--- config.mk ---
export PLATFORM = sky130hd
export DESIGN_NAME = xc_corr_top
export DESIGN_NICKNAME = d
export VERILOG_FILES = /design/src/logic/xc_cmd_pkg.sv /design/src/logic/xc_cfg_pkg.sv /design/src/logic/xc_sample_if.sv /design/src/logic/xc_corr_top.sv /design/src/logic/xc_packet_tx.sv /design/src/logic/xc_cmd_parser.sv /design/src/logic/xc_corr_array.sv /design/src/logic/xc_delay_line.sv
export SDC_FILE = /design/constraint.sdc
export NUM_CORES = 1
export LEC_CHECK = 0
export BUFFER_PORTS_ARGS = -buffer_cell sky130_fd_sc_hd__buf_2
export CAP_MARGIN = 20
export CORE_UTILIZATION = 60
export CTS_BUF_LIST = sky130_fd_sc_hd__clkbuf_8
export CTS_CLUSTER_DIAMETER = 40
export DETAILED_ROUTE_END_ITERATION = 16
export GPL_ROUTABILITY_DRIVEN = 0
export MAX_ROUTING_LAYER = met4
export PLACE_DENSITY_LB_ADDON = 0.2
export SKIP_LAST_GASP = 1
export SYNTH_ARGS = -nofsm -noshare
export SYNTH_HDL_FRONTEND = slang
export SYNTH_SLANG_ARGS = --single-unit
--- constraint.sdc ---
create_clock -name intclk -period 9.9 [get_ports intclk]
set_input_delay 0 -clock intclk [delete_from_list [all_inputs] [get_ports intclk]]
set_output_delay 0 -clock intclk [all_outputs]
set_load 0.01 [all_outputs]
--- src/logic/xc_cmd_pkg.sv ---
package xc_cmd_pkg;

	//////////////////////////////////////////////////////////////////////
	// command port opcodes
	//////////////////////////////////////////////////////////////////////

	typedef enum logic [2:0] {
		OP_NOP        = 3'd0,
		OP_SET_DELAY  = 3'd1, // arg is the tap index, clamped.
		OP_SET_INVERT = 3'd2, // arg bit 0 is the invert flag.
		OP_START      = 3'd3,
		OP_STOP       = 3'd4,
		OP_CLEAR      = 3'd5,
		OP_DUMP       = 3'd6
	} xc_op_e;

	// packet serializer states.
	typedef enum logic {
		TX_IDLE = 1'b0,
		TX_SEND = 1'b1
	} xc_tx_state_e;

endpackage

--- src/logic/xc_cfg_pkg.sv ---
package xc_cfg_pkg;

	//////////////////////////////////////////////////////////////////////
	// default geometry of the correlator
	//////////////////////////////////////////////////////////////////////

	localparam int NUM_INPUTS = 4;
	localparam int LAG_AUTO = 2; // auto lags counted after the reference tap.
	localparam int DELAY_SIZE = 4; // tap 0 is the undelayed bit.
	localparam int RESOLUTION = 16;

	function automatic int xc_num_baselines(input int n);
		return n * (n - 1) / 2;
	endfunction

	function automatic int xc_hist_depth(input int delay_size, input int lags);
		return delay_size + lags;
	endfunction

	function automatic int xc_tap_bits(input int delay_size);
		return (delay_size > 1) ? $clog2(delay_size) : 1;
	endfunction

	// packet is sample count, then ones, then auto by channel and lag, then cross.
	function automatic int xc_num_words(input int n, input int lags);
		return 1 + n + n * lags + xc_num_baselines(n);
	endfunction

	// word offset of baseline (a,b) with a below b, in (0,1), (0,2) order.
	function automatic int xc_pair_idx(input int a, input int b, input int n);
		return a * (2 * n - a - 1) / 2 + (b - a - 1);
	endfunction

	localparam int HIST_DEPTH = xc_hist_depth(DELAY_SIZE, LAG_AUTO);
	localparam int NUM_BASELINES = xc_num_baselines(NUM_INPUTS);
	localparam int NUM_WORDS = xc_num_words(NUM_INPUTS, LAG_AUTO);

endpackage
--- src/logic/xc_sample_if.sv ---
`timescale 1ns/100ps

interface xc_sample_if #(
	parameter int NUM_INPUTS = xc_cfg_pkg::NUM_INPUTS,
	parameter int LAG_AUTO = xc_cfg_pkg::LAG_AUTO
) ();

	logic smp_stb;
	logic [NUM_INPUTS-1:0] ref_bits; // one reference bit per channel.
	logic [NUM_INPUTS*LAG_AUTO-1:0] lag_bits; // channel c owns bits c*LAG_AUTO and up.
	logic count_en;
	logic clear;

	// front end drives the bits and the control.
	modport fe (
		output smp_stb, ref_bits, lag_bits, count_en, clear
	);

	modport ctr (
		input smp_stb, ref_bits, lag_bits, count_en, clear
	);

endinterface

--- src/logic/xc_corr_top.sv ---
`timescale 1ns/100ps

module xc_corr_top import xc_cfg_pkg::*, xc_cmd_pkg::*; #(
	parameter int NUM_INPUTS = xc_cfg_pkg::NUM_INPUTS,
	parameter int LAG_AUTO = xc_cfg_pkg::LAG_AUTO,
	parameter int DELAY_SIZE = xc_cfg_pkg::DELAY_SIZE,
	parameter int RESOLUTION = xc_cfg_pkg::RESOLUTION
) (
	input logic intclk,
	input logic arst_n,
	input logic smp_stb,
	input logic [NUM_INPUTS-1:0] line_in,
	input logic cmd_stb,
	input xc_op_e cmd_op,
	input logic [1:0] cmd_chan,
	input logic [7:0] cmd_arg,
	output logic pkt_valid,
	output logic [RESOLUTION-1:0] pkt_data,
	output logic pkt_last,
	output logic pkt_busy
);

	localparam int NB = xc_num_baselines(NUM_INPUTS);
	localparam int PKT_WORDS = xc_num_words(NUM_INPUTS, LAG_AUTO);

	logic [NUM_INPUTS-1:0][xc_tap_bits(DELAY_SIZE)-1:0] delay;
	logic [NUM_INPUTS-1:0] invert;
	logic dump_stb;
	logic [NUM_INPUTS-1:0] ref_bits;
	logic [NUM_INPUTS*LAG_AUTO-1:0] lag_bits;
	logic [RESOLUTION-1:0] sample_cnt;
	logic [NUM_INPUTS*RESOLUTION-1:0] ones_cnt;
	logic [NUM_INPUTS*LAG_AUTO*RESOLUTION-1:0] auto_cnt;
	logic [NB*RESOLUTION-1:0] cross_cnt;

	xc_sample_if #(.NUM_INPUTS(NUM_INPUTS), .LAG_AUTO(LAG_AUTO)) smp_bus ();

	assign smp_bus.smp_stb = smp_stb;
	assign smp_bus.ref_bits = ref_bits;
	assign smp_bus.lag_bits = lag_bits;

	xc_cmd_parser #(.NUM_INPUTS(NUM_INPUTS), .DELAY_SIZE(DELAY_SIZE)) u_parser (
		.intclk, .arst_n, .cmd_stb, .cmd_op, .cmd_chan, .cmd_arg,
		.delay, .invert, .dump_stb, .smp(smp_bus)
	);

	for (genvar c = 0; c < NUM_INPUTS; c++) begin : g_chan
		xc_delay_line #(.DELAY_SIZE(DELAY_SIZE), .LAG_AUTO(LAG_AUTO)) u_dline (
			.intclk, .arst_n, .smp_stb, .bit_in(line_in[c]), .invert(invert[c]),
			.delay(delay[c]), .ref_bit(ref_bits[c]),
			.lag_bits(lag_bits[c*LAG_AUTO +: LAG_AUTO])
		);
	end

	xc_corr_array #(.NUM_INPUTS(NUM_INPUTS), .LAG_AUTO(LAG_AUTO), .RESOLUTION(RESOLUTION)) u_array (
		.intclk, .arst_n, .smp(smp_bus), .sample_cnt, .ones_cnt, .auto_cnt, .cross_cnt
	);

	xc_packet_tx #(.NUM_WORDS(PKT_WORDS), .RESOLUTION(RESOLUTION), .NUM_INPUTS(NUM_INPUTS),
		.LAG_AUTO(LAG_AUTO)) u_tx (
		.intclk, .arst_n, .dump_stb, .sample_cnt, .ones_cnt, .auto_cnt, .cross_cnt,
		.pkt_valid, .pkt_data, .pkt_last, .pkt_busy
	);

endmodule

--- src/logic/xc_packet_tx.sv ---
`timescale 1ns/100ps

module xc_packet_tx import xc_cfg_pkg::*, xc_cmd_pkg::*; #(
	parameter int NUM_WORDS = xc_cfg_pkg::NUM_WORDS,
	parameter int RESOLUTION = xc_cfg_pkg::RESOLUTION,
	parameter int NUM_INPUTS = xc_cfg_pkg::NUM_INPUTS,
	parameter int LAG_AUTO = xc_cfg_pkg::LAG_AUTO
) (
	input logic intclk,
	input logic arst_n,
	input logic dump_stb,
	input logic [RESOLUTION-1:0] sample_cnt,
	input logic [NUM_INPUTS*RESOLUTION-1:0] ones_cnt,
	input logic [NUM_INPUTS*LAG_AUTO*RESOLUTION-1:0] auto_cnt,
	input logic [xc_num_baselines(NUM_INPUTS)*RESOLUTION-1:0] cross_cnt,
	output logic pkt_valid,
	output logic [RESOLUTION-1:0] pkt_data,
	output logic pkt_last,
	output logic pkt_busy
);

	localparam int IW = (NUM_WORDS > 1) ? $clog2(NUM_WORDS) : 1;

	xc_tx_state_e state;
	logic [IW-1:0] idx;
	logic [NUM_WORDS-1:0][RESOLUTION-1:0] snap;
	logic take;
	logic last_word;

	assign take = (state == TX_IDLE) && dump_stb; // a dump while sending is dropped.
	assign last_word = (idx == IW'(NUM_WORDS - 1));

	always_ff @(posedge intclk or negedge arst_n) begin
		if (!arst_n) begin
			state <= TX_IDLE;
			idx <= '0;
		end else begin
			case (state)
				TX_IDLE: begin
					if (dump_stb) begin
						state <= TX_SEND;
						idx <= '0;
					end
				end
				TX_SEND: begin
					if (last_word) begin
						state <= TX_IDLE;
					end else begin
						idx <= idx + 1'b1;
					end
				end
			endcase
		end
	end

	// word 0 sits in the low bits, so the packet order follows the concatenation.
	always_ff @(posedge intclk) begin
		if (take) begin
			snap <= {cross_cnt, auto_cnt, ones_cnt, sample_cnt};
		end
	end

	assign pkt_valid = (state == TX_SEND);
	assign pkt_busy = (state == TX_SEND); // drops together with the last word.
	assign pkt_last = (state == TX_SEND) && last_word;
	assign pkt_data = snap[idx];

endmodule

--- src/logic/xc_cmd_parser.sv ---
`timescale 1ns/100ps

module xc_cmd_parser import xc_cfg_pkg::*, xc_cmd_pkg::*; #(
	parameter int NUM_INPUTS = xc_cfg_pkg::NUM_INPUTS,
	parameter int DELAY_SIZE = xc_cfg_pkg::DELAY_SIZE
) (
	input logic intclk,
	input logic arst_n,
	input logic cmd_stb,
	input xc_op_e cmd_op,
	input logic [1:0] cmd_chan,
	input logic [7:0] cmd_arg,
	output logic [NUM_INPUTS-1:0][xc_tap_bits(DELAY_SIZE)-1:0] delay,
	output logic [NUM_INPUTS-1:0] invert,
	output logic dump_stb,
	xc_sample_if.fe smp
);

	localparam int TB = xc_tap_bits(DELAY_SIZE);
	localparam logic [7:0] ARG_MAX = 8'(DELAY_SIZE - 1);

	logic [TB-1:0] delay_arg;

	assign delay_arg = (cmd_arg > ARG_MAX) ? ARG_MAX[TB-1:0] : cmd_arg[TB-1:0];

	// both strobes act at the edge of the command itself.
	assign smp.clear = cmd_stb && (cmd_op == OP_CLEAR);
	assign dump_stb = cmd_stb && (cmd_op == OP_DUMP); // busy is checked in the serializer.

	//////////////////////////////////////////////////////////////////////
	// per-channel settings and the integrate flag
	//////////////////////////////////////////////////////////////////////

	always_ff @(posedge intclk or negedge arst_n) begin
		if (!arst_n) begin
			delay <= '0;
			invert <= '0;
			smp.count_en <= 1'b0;
		end else if (cmd_stb) begin
			case (cmd_op)
				OP_SET_DELAY: begin
					delay[cmd_chan] <= delay_arg;
				end
				OP_SET_INVERT: begin
					invert[cmd_chan] <= cmd_arg[0];
				end
				OP_START: begin
					smp.count_en <= 1'b1;
				end
				OP_STOP: begin
					smp.count_en <= 1'b0;
				end
				default: begin
				end
			endcase
		end
	end

endmodule

--- src/logic/xc_corr_array.sv ---
`timescale 1ns/100ps

module xc_corr_array import xc_cfg_pkg::*; #(
	parameter int NUM_INPUTS = xc_cfg_pkg::NUM_INPUTS,
	parameter int LAG_AUTO = xc_cfg_pkg::LAG_AUTO,
	parameter int RESOLUTION = xc_cfg_pkg::RESOLUTION
) (
	input logic intclk,
	input logic arst_n,
	xc_sample_if.ctr smp,
	output logic [RESOLUTION-1:0] sample_cnt,
	output logic [NUM_INPUTS*RESOLUTION-1:0] ones_cnt,
	output logic [NUM_INPUTS*LAG_AUTO*RESOLUTION-1:0] auto_cnt,
	output logic [xc_num_baselines(NUM_INPUTS)*RESOLUTION-1:0] cross_cnt
);

	localparam int R = RESOLUTION;

	logic tick;

	assign tick = smp.smp_stb & smp.count_en;

	// counts up on a hit and holds at all ones.
	function automatic logic [R-1:0] bump(input logic [R-1:0] cnt, input logic hit);
		if (hit && (cnt != '1)) begin
			return cnt + 1'b1;
		end
		return cnt;
	endfunction

	//////////////////////////////////////////////////////////////////////
	// coincidence counters
	//////////////////////////////////////////////////////////////////////

	always_ff @(posedge intclk or negedge arst_n) begin
		if (!arst_n) begin
			sample_cnt <= '0;
			ones_cnt <= '0;
			auto_cnt <= '0;
			cross_cnt <= '0;
		end else if (smp.clear) begin
			sample_cnt <= '0; // the history in the delay lines is kept.
			ones_cnt <= '0;
			auto_cnt <= '0;
			cross_cnt <= '0;
		end else if (tick) begin
			sample_cnt <= bump(sample_cnt, 1'b1);
			for (int c = 0; c < NUM_INPUTS; c++) begin
				ones_cnt[c*R +: R] <= bump(ones_cnt[c*R +: R], smp.ref_bits[c]);
				for (int y = 0; y < LAG_AUTO; y++) begin
					auto_cnt[(c*LAG_AUTO+y)*R +: R] <= bump(auto_cnt[(c*LAG_AUTO+y)*R +: R],
						smp.ref_bits[c] ~^ smp.lag_bits[c*LAG_AUTO+y]);
				end
				for (int b = c + 1; b < NUM_INPUTS; b++) begin
					cross_cnt[xc_pair_idx(c, b, NUM_INPUTS)*R +: R] <=
						bump(cross_cnt[xc_pair_idx(c, b, NUM_INPUTS)*R +: R],
						smp.ref_bits[c] ~^ smp.ref_bits[b]);
				end
			end
		end
	end

endmodule

--- src/logic/xc_delay_line.sv ---
`timescale 1ns/100ps

module xc_delay_line import xc_cfg_pkg::*; #(
	parameter int DELAY_SIZE = xc_cfg_pkg::DELAY_SIZE,
	parameter int LAG_AUTO = xc_cfg_pkg::LAG_AUTO
) (
	input logic intclk,
	input logic arst_n,
	input logic smp_stb,
	input logic bit_in,
	input logic invert,
	input logic [xc_tap_bits(DELAY_SIZE)-1:0] delay,
	output logic ref_bit,
	output logic [LAG_AUTO-1:0] lag_bits
);

	localparam int HIST = xc_hist_depth(DELAY_SIZE, LAG_AUTO);

	logic cond_bit;
	logic [HIST-1:1] hist; // hist[k] is the bit from k strobes ago.
	logic [HIST-1:0] taps;

	assign cond_bit = bit_in ^ invert;
	assign taps = {hist, cond_bit}; // tap 0 comes straight from the input.

	always_ff @(posedge intclk or negedge arst_n) begin
		if (!arst_n) begin
			hist <= '0;
		end else if (smp_stb) begin
			hist <= taps[HIST-2:0];
		end
	end

	//////////////////////////////////////////////////////////////////////
	// tap selection
	//////////////////////////////////////////////////////////////////////

	always_comb begin
		ref_bit = taps[delay];
		for (int y = 0; y < LAG_AUTO; y++) begin
			lag_bits[y] = taps[int'(delay) + 1 + y]; // the parser keeps delay in range.
		end
	end

endmodule

======== Word level (Yosys, flattened, before mapping) ========
Index checks and enable logic that the tools add are counted.
storage, ports and cells
  bits in registers ....................... 647
  input bits .............................. 21
  logic and storage cells ................. 360
  output and inout port bits .............. 19
operators by class
  multiplexer cells ....................... 151
  bitwise logic cells ..................... 20
  eq/ne operators ......................... 28
  reduce and logical (&&, ||, !) cells .... 67
  magnitude comparators ................... 16
  add/sub/neg operators ................... 28
operators by type and width
  cell                                                          number
  two-way mux 16 bit                                            41
  adder 16 x 1 -> 16 bit (second input constant)                19
  inequality test 16 bit (second input constant)                19
  less-than comparator 32 x 5 -> 1 bit (second input constant)  8
  two-way mux 128 bit                                           2
  two-way mux 96 bit                                            2
  adder 32 x 2 -> 32 bit (second input constant)                4
  two-way mux 64 bit                                            2
  binary-select mux 16 bit (select 5 bit)                       1
  two-way mux 1 bit                                             80
  AND reduction 2 bit                                           23
  nonzero test 2 bit                                            21
  binary-select mux 1 bit (select 3 bit)                        8
  logical AND 1 bit                                             23
  less-than comparator 2 x 4 -> 1 bit (second input constant)   4
  XNOR 1 bit                                                    14
  adder 2 x 1 -> 3 bit (second input constant)                  4
  two-way mux 5 bit                                             2
  case mux 5 bit (2 select lines)                               1
  equality test 3 bit (second input constant)                   3
  binary-select mux 1 bit (select 2 bit)                        4
  bitwise mux 8 bit                                             1
  > comparator 8 x 2 -> 1 bit (second input constant)           1
  equality test 3 x 2 -> 1 bit (second input constant)          2
  other kinds (16)                                              21

======== Logic depth before layout (Yosys ltp) ========
  depth after elaboration ................. 13
  depth in mapped cells ................... 12
  gate-level depth less buffers ........... 9

======== Worst setup path before layout ========
No wires, ideal clock.
  path kind ............................... flip-flop to flip-flop
  from .................................... register u_tx.state, in the netlist u_tx.pkt_busy
  to ...................................... register u_tx.snap[0] in the netlist's numbering, enable pin
  clock period less this slack ............ 7.156 ns
  path slack .............................. 2.744 ns
  data required time ...................... 9.247 ns
  library setup time ...................... 0.653 ns
  cell stages (with the launch flop) ...... 4
  arrival time ............................ 6.503 ns
  buffers on the path ..................... 0
  cell sequence ........................... dfrtp_1 > inv_1 > nand3_1 > inv_1
between the ends
  longest elaborated chain between the ends .. 2
RTL lines
  what                      RTL line            text
  start: declaration        xc_packet_tx.sv:24  xc_tx_state_e state;
  start signal: assignment  xc_packet_tx.sv:35  state <= TX_IDLE;
  start signal: assignment  xc_packet_tx.sv:41  state <= TX_SEND;
  start signal: assignment  xc_packet_tx.sv:47  state <= TX_IDLE;
  inverter 1 bit            --
  logical AND 1 bit         xc_packet_tx.sv:30  assign take = (state == TX_IDLE) && dump_stb;
  via u_tx.take             xc_packet_tx.sv:27  logic take;
  end signal: assignment    xc_packet_tx.sv:59  snap <= {cross_cnt, auto_cnt, ones_cnt, sample_cnt};
  end: declaration          xc_packet_tx.sv:26  logic [NUM_WORDS-1:0][RESOLUTION-1:0] snap;
The timed path passes the listed nets, and every way through them passes these cells.
A chain may end at the register's enable or synchronous reset.

======== Final worst setup path ========
  from .................................... register u_tx.idx[0]
  to ...................................... output pkt_data[0]
between the ends
  longest elaborated chain between the ends .. 2
RTL lines
  what                                      RTL line            text
  start: declaration                        xc_packet_tx.sv:25  logic [IW-1:0] idx;
  start signal: assignment                  xc_packet_tx.sv:49  idx <= idx + 1'b1;
  binary-select mux 16 bit (select 5 bit)   xc_packet_tx.sv:66  assign pkt_data = snap[idx];
  two-way mux 16 bit (implied by the code)  xc_packet_tx.sv:66
  end: declaration                          xc_corr_top.sv:18   output logic [RESOLUTION-1:0] pkt_data,
No other way between the ends. The select of a mux whose other input is x is not followed.

==> results by group <==
Worst setup path
  – R2r worst-path depth: 9
  – Cell repeated most along the worst path: mux4_2
  – WS Path Type: reg2out
  – Top delay family on crit path: multiplexers
  – Critical path depth in cells: 7
  – Critical path launch point type: flop
  – CP max-delay cell: dfrtp_4
  – Crit-path cells: buf_4, buf_16, mux4_2, mux4_2, inv_1, o22ai_1, buf_2
  – Crit path DAT: roughly 3.7 ns
  – Worst stage delay on the critical path: 0.63 ns
  – CP endpoint kind: primary output
  – Crit-path max FO: 49
  – Worst endpoint required time: roughly 9.9 ns
  – WP buf/inv: 4

Clocking
  – H-tree levels: 3
  – Clock sinks: 647
  – Worst-path clk slew: 0.06 ns
  – Clock Latency Late Sink: 0.69 ns
  – Clock tree root driver cell: clkbuf_8
  – Clock tree buffer depth: 3
  – Post-CTS resize count: 0
  – CTS Buf Count: 106
  – Post-CTS Setup Inserts: 0
  – Hold-fix buffers, CTS: 33
  – CTS tree: built

Die
  – Core Area: about 48,000 um2
  – Die X: 224 um
  – Row count: 80
  – Initial core utilization: 61.3%
  – Die area: 50,000 um2
  – Die height: roughly 220 um
  – Top Ports: 40

Global routing
  – Vias in the first global route: 19,000
  – All-Layer GR Usage: approximately 29%
  – Routing usage on met3: 5.19%
  – Met2 GRT Util: 43.4%
  – GRT overflow: 0
  – Top Usage Layer GRT: met2
  – Global-route wire length before repair: 106,000 um
  – Grt met1 use: 39.3%
  – Largest net degree at the start of global routing: 205
  – Initial antenna violation count: 2

Layout
  – Share of cells above drive strength 1: 14.1%
  – Area occupied by multi-input gates: 11,100 um2
  – # nets final: 2,541
  – Area growth, synth to finish: 11.5%
  – Final Util: between 60 and 70%
  – Layout Cells excl Fill: 3,197
  – Filler cell count: 3,420
  – FF+latch area: between 15,000 and 20,000 um2

Power
  – Pwr/cell area: 232 nW/um2
  – P_int: 5180 uW
  – Sw Share: a little under a third
  – Leakage: 0.0127 uW
  – Clock power share: 31.0%
  – Switching power total: approximately 2400 uW
  – Logic pwr share: 24.1%
  – Seq pwr share: 44.9%
  – Max VDD drop: approximately 140 uV

STA
  – Tightest Pin Transition: about 1.1 ns
  – Clock Skew: 0.0248 ns
  – Slew Viols, Final: 0
  – RSZ-0062 raised after global routing: false
  – Final hold vios: 0
  – Period utilisation layout: a little under two fifths
  – Minimum clock period: 3.71 ns
  – Setup TNS: 0 ns
  – Slew margin rel.: 26.1%
  – Maximum clock rate: 269 MHz
  – Final setup vio count: 0

Place
  – Port Buf Inserts: 39
  – Placed Cells incl. Taps: 2,957
  – Post-DP HPWL: 44,600 um

Job
  – Max-cap violation count: 0

Yosys
  – FFs w/ async S/R, synth: 53.0%
  – Syn avg cell area: ~12 um2
  – Yosys warnings: 0
  – Netlist cell types: 66
  – Top FF cell, synth: dfrtp_1
  – Sequential element share of the synthesized area: 60.2%
  – Yosys reg bits: 647
  – Most common cell in the synthesized netlist: dfrtp_1
  – Synth Cell Area: a little under 30,000 um2
  – Top post-synthesis cells by area: edfxtp_1, dfrtp_1, mux4_2
  – Synth Net Count: 2,438
  – Synth Instances: 2,388
  – Yosys top cell by area: edfxtp_1
  – Top-area cell type share of the netlist area: a little under a third
  – Number of flops mapped to enable cells by yosys: around 300
  – Top post-synthesis cells by count: dfrtp_1, nor2_1, edfxtp_1, nand2_1, xor2_1

Outcome
  – Status: finished, final reports clean

Drt
  – Avg WL per Cell: 21.2 um
  – Routed WL: about 68,000 um
  – Antenna Nets Post-Route: 0
  – First drt pass iteration count: 5
  – Initial drt markers: approximately 1,700
  – Vias/cell: 6.11
  – DRC violations left: 0
  – Via count: 19,500

Min path
  – HP Class: in2reg
  – Hold-critical path depth: 3
-- power groups by stage --
stage               Combinational [uW]  Clock (uW)  Sequential, uW
CTS                               1800        2400            3420
detailed placement                1780           0            3470
floorplan                         1290           0            3330
finish                            1840        2360            3420
global placement                  1720           0            3460
global route                      1980        2520            3460
-- worst register-to-register path: cells and delay by family (launching register included) --
kind / cells / cell delay (ns)
and+or+nand+nor: 4 / 1.73
buffers and inverters: 1 / 0.19
adders and majority gates: 1 / 0.43
DFF: 1 / 0.54
AOI/OAI and AO/OA: 3 / 0.45
-- stage by stage --
stage / hold WS (ns) / setup slack [ns] / total power (uW) / area (um2)
global route: 0.150 / 6.01 / 7960 / 32800
CTS: 0.116 / 5.99 / 7620 / 32700
detailed placement: 0.102 / 6.04 / 5250 / 30200
floorplan: -0.296 / 2.74 / 4620 / 29400
global placement: 0.0764 / 6.12 / 5170 / 30100
finish: 0.168 / 6.19 / 7620 / 32800
-- layout by cell type (no fill, tap or decap), types with 5 or more instances in the layout --
| cell | Yosys | routed |
|---|---|---|
| nand4_1 | 81 | 81 |
| nand2b_1 | 7 | 7 |
| ha_1 | 29 | 29 |
| and4_1 | 12 | 12 |
| clkbuf_8 | 0 | 117 |
| xor2_1 | 126 | 126 |
| dlygate4sd3_1 | 0 | 32 |
| and3_1 | 50 | 49 |
| bufinv_16 | 0 | 8 |
| o21ai_0 | 63 | 63 |
| dfrtp_1 | 343 | 341 |
| o21ai_1 | 8 | 8 |
| mux2_2 | 27 | 27 |
| clkinv_2 | 0 | 21 |
| nor2_1 | 314 | 314 |
| or2_2 | 11 | 11 |
| mux2i_1 | 40 | 40 |
| nor2b_1 | 6 | 6 |
| or4_1 | 8 | 8 |
| nor3_2 | 8 | 8 |
| buf_2 | 16 | 38 |
| a31oi_1 | 5 | 5 |
| nand2_1 | 137 | 137 |
| nor3_1 | 53 | 53 |
| o22ai_1 | 17 | 17 |
| xnor2_1 | 116 | 116 |
| clkinv_1 | 0 | 13 |
| a21oi_1 | 89 | 89 |
| buf_4 | 1 | 13 |
| nor4_1 | 29 | 29 |
| and2_1 | 13 | 13 |
| nor4b_1 | 5 | 5 |
| or3_1 | 57 | 57 |
| edfxtp_1 | 304 | 304 |
| inv_1 | 63 | 95 |
| mux4_2 | 86 | 86 |
| nand3_1 | 124 | 124 |
-- registers in the layout (all words and copies together) (netlist names) --
signal,flops
g_chan.u_dline.hist,20
u_array.auto_cnt,128
u_array.cross_cnt,96
u_array.ones_cnt,64
u_array.sample_cnt,16
u_parser.delay,8
u_parser.invert,4
u_parser.smp.count_en,1
u_tx.idx,5
u_tx.pkt_busy,1
u_tx.snap,304
-- area by class of cell --
class / count / area share, %
Sequential cell: 647 / 54.0
Multi-Input combinational cell: 1580 / 33.8
Clock buffer: 117 / 4.91
Timing Repair Buffer: 93 / 2.49
Tap cell: 615 / 2.34
Clock inverter: 80 / 1.71
Inverter: 63 / 0.743
Antenna cell: 2 / 0.0152
-- final timing paths --
kind / startpoint / slack, ns / endpoint
max: u_tx.idx[0]$_DFFE_PN0P_ / 6.19 / pkt_data[0]
min: cmd_arg[0] / 0.17 / u_parser.invert[1]$_DFFE_PN0P_
max reg2reg: u_parser.delay[4]$_DFFE_PN0P_ / 6.48 / u_array.auto_cnt[93]$_DFFE_PN0P_
min reg2reg: u_array.cross_cnt[95]$_DFFE_PN0P_ / 0.46 / u_tx.snap[303]$_DFFE_PP_
max in group asynchronous: arst_n / 7.77 / u_array.cross_cnt[37]$_DFFE_PN0P_
min in group asynchronous: arst_n / 0.45 / u_array.auto_cnt[64]$_DFFE_PN0P_
-- cell families (layout without fill, tap and decap cells) --
| kind of cell | Yosys count | count (layout) | synth area share [%] |
|---|---|---|---|
| adder cells (fa/ha/maj) | 29 | 29 | 1.23 |
| buffers and inverters | 161 | 353 | 2.18 |
| multiplexers | 157 | 157 | 9.16 |
| other | 0 | 2 | 0 |
| AO/OA/AOI/OAI | 222 | 222 | 4.42 |
| AND/OR/NAND/NOR | 929 | 929 | 15.6 |
| XOR/XNOR | 243 | 243 | 7.25 |
| flip-flops | 647 | 647 | 60.2 |
-- routing by layer --
metal / share of wire [%] / vias to the layer above
met5: 0 / -
li1: - / 8922
met4: 3.4 / 0
met3: 7.0 / 136
met2: 47 / 629
met1: 43 / 9837
No activity file was read; power rests on OpenSTA's default activity.
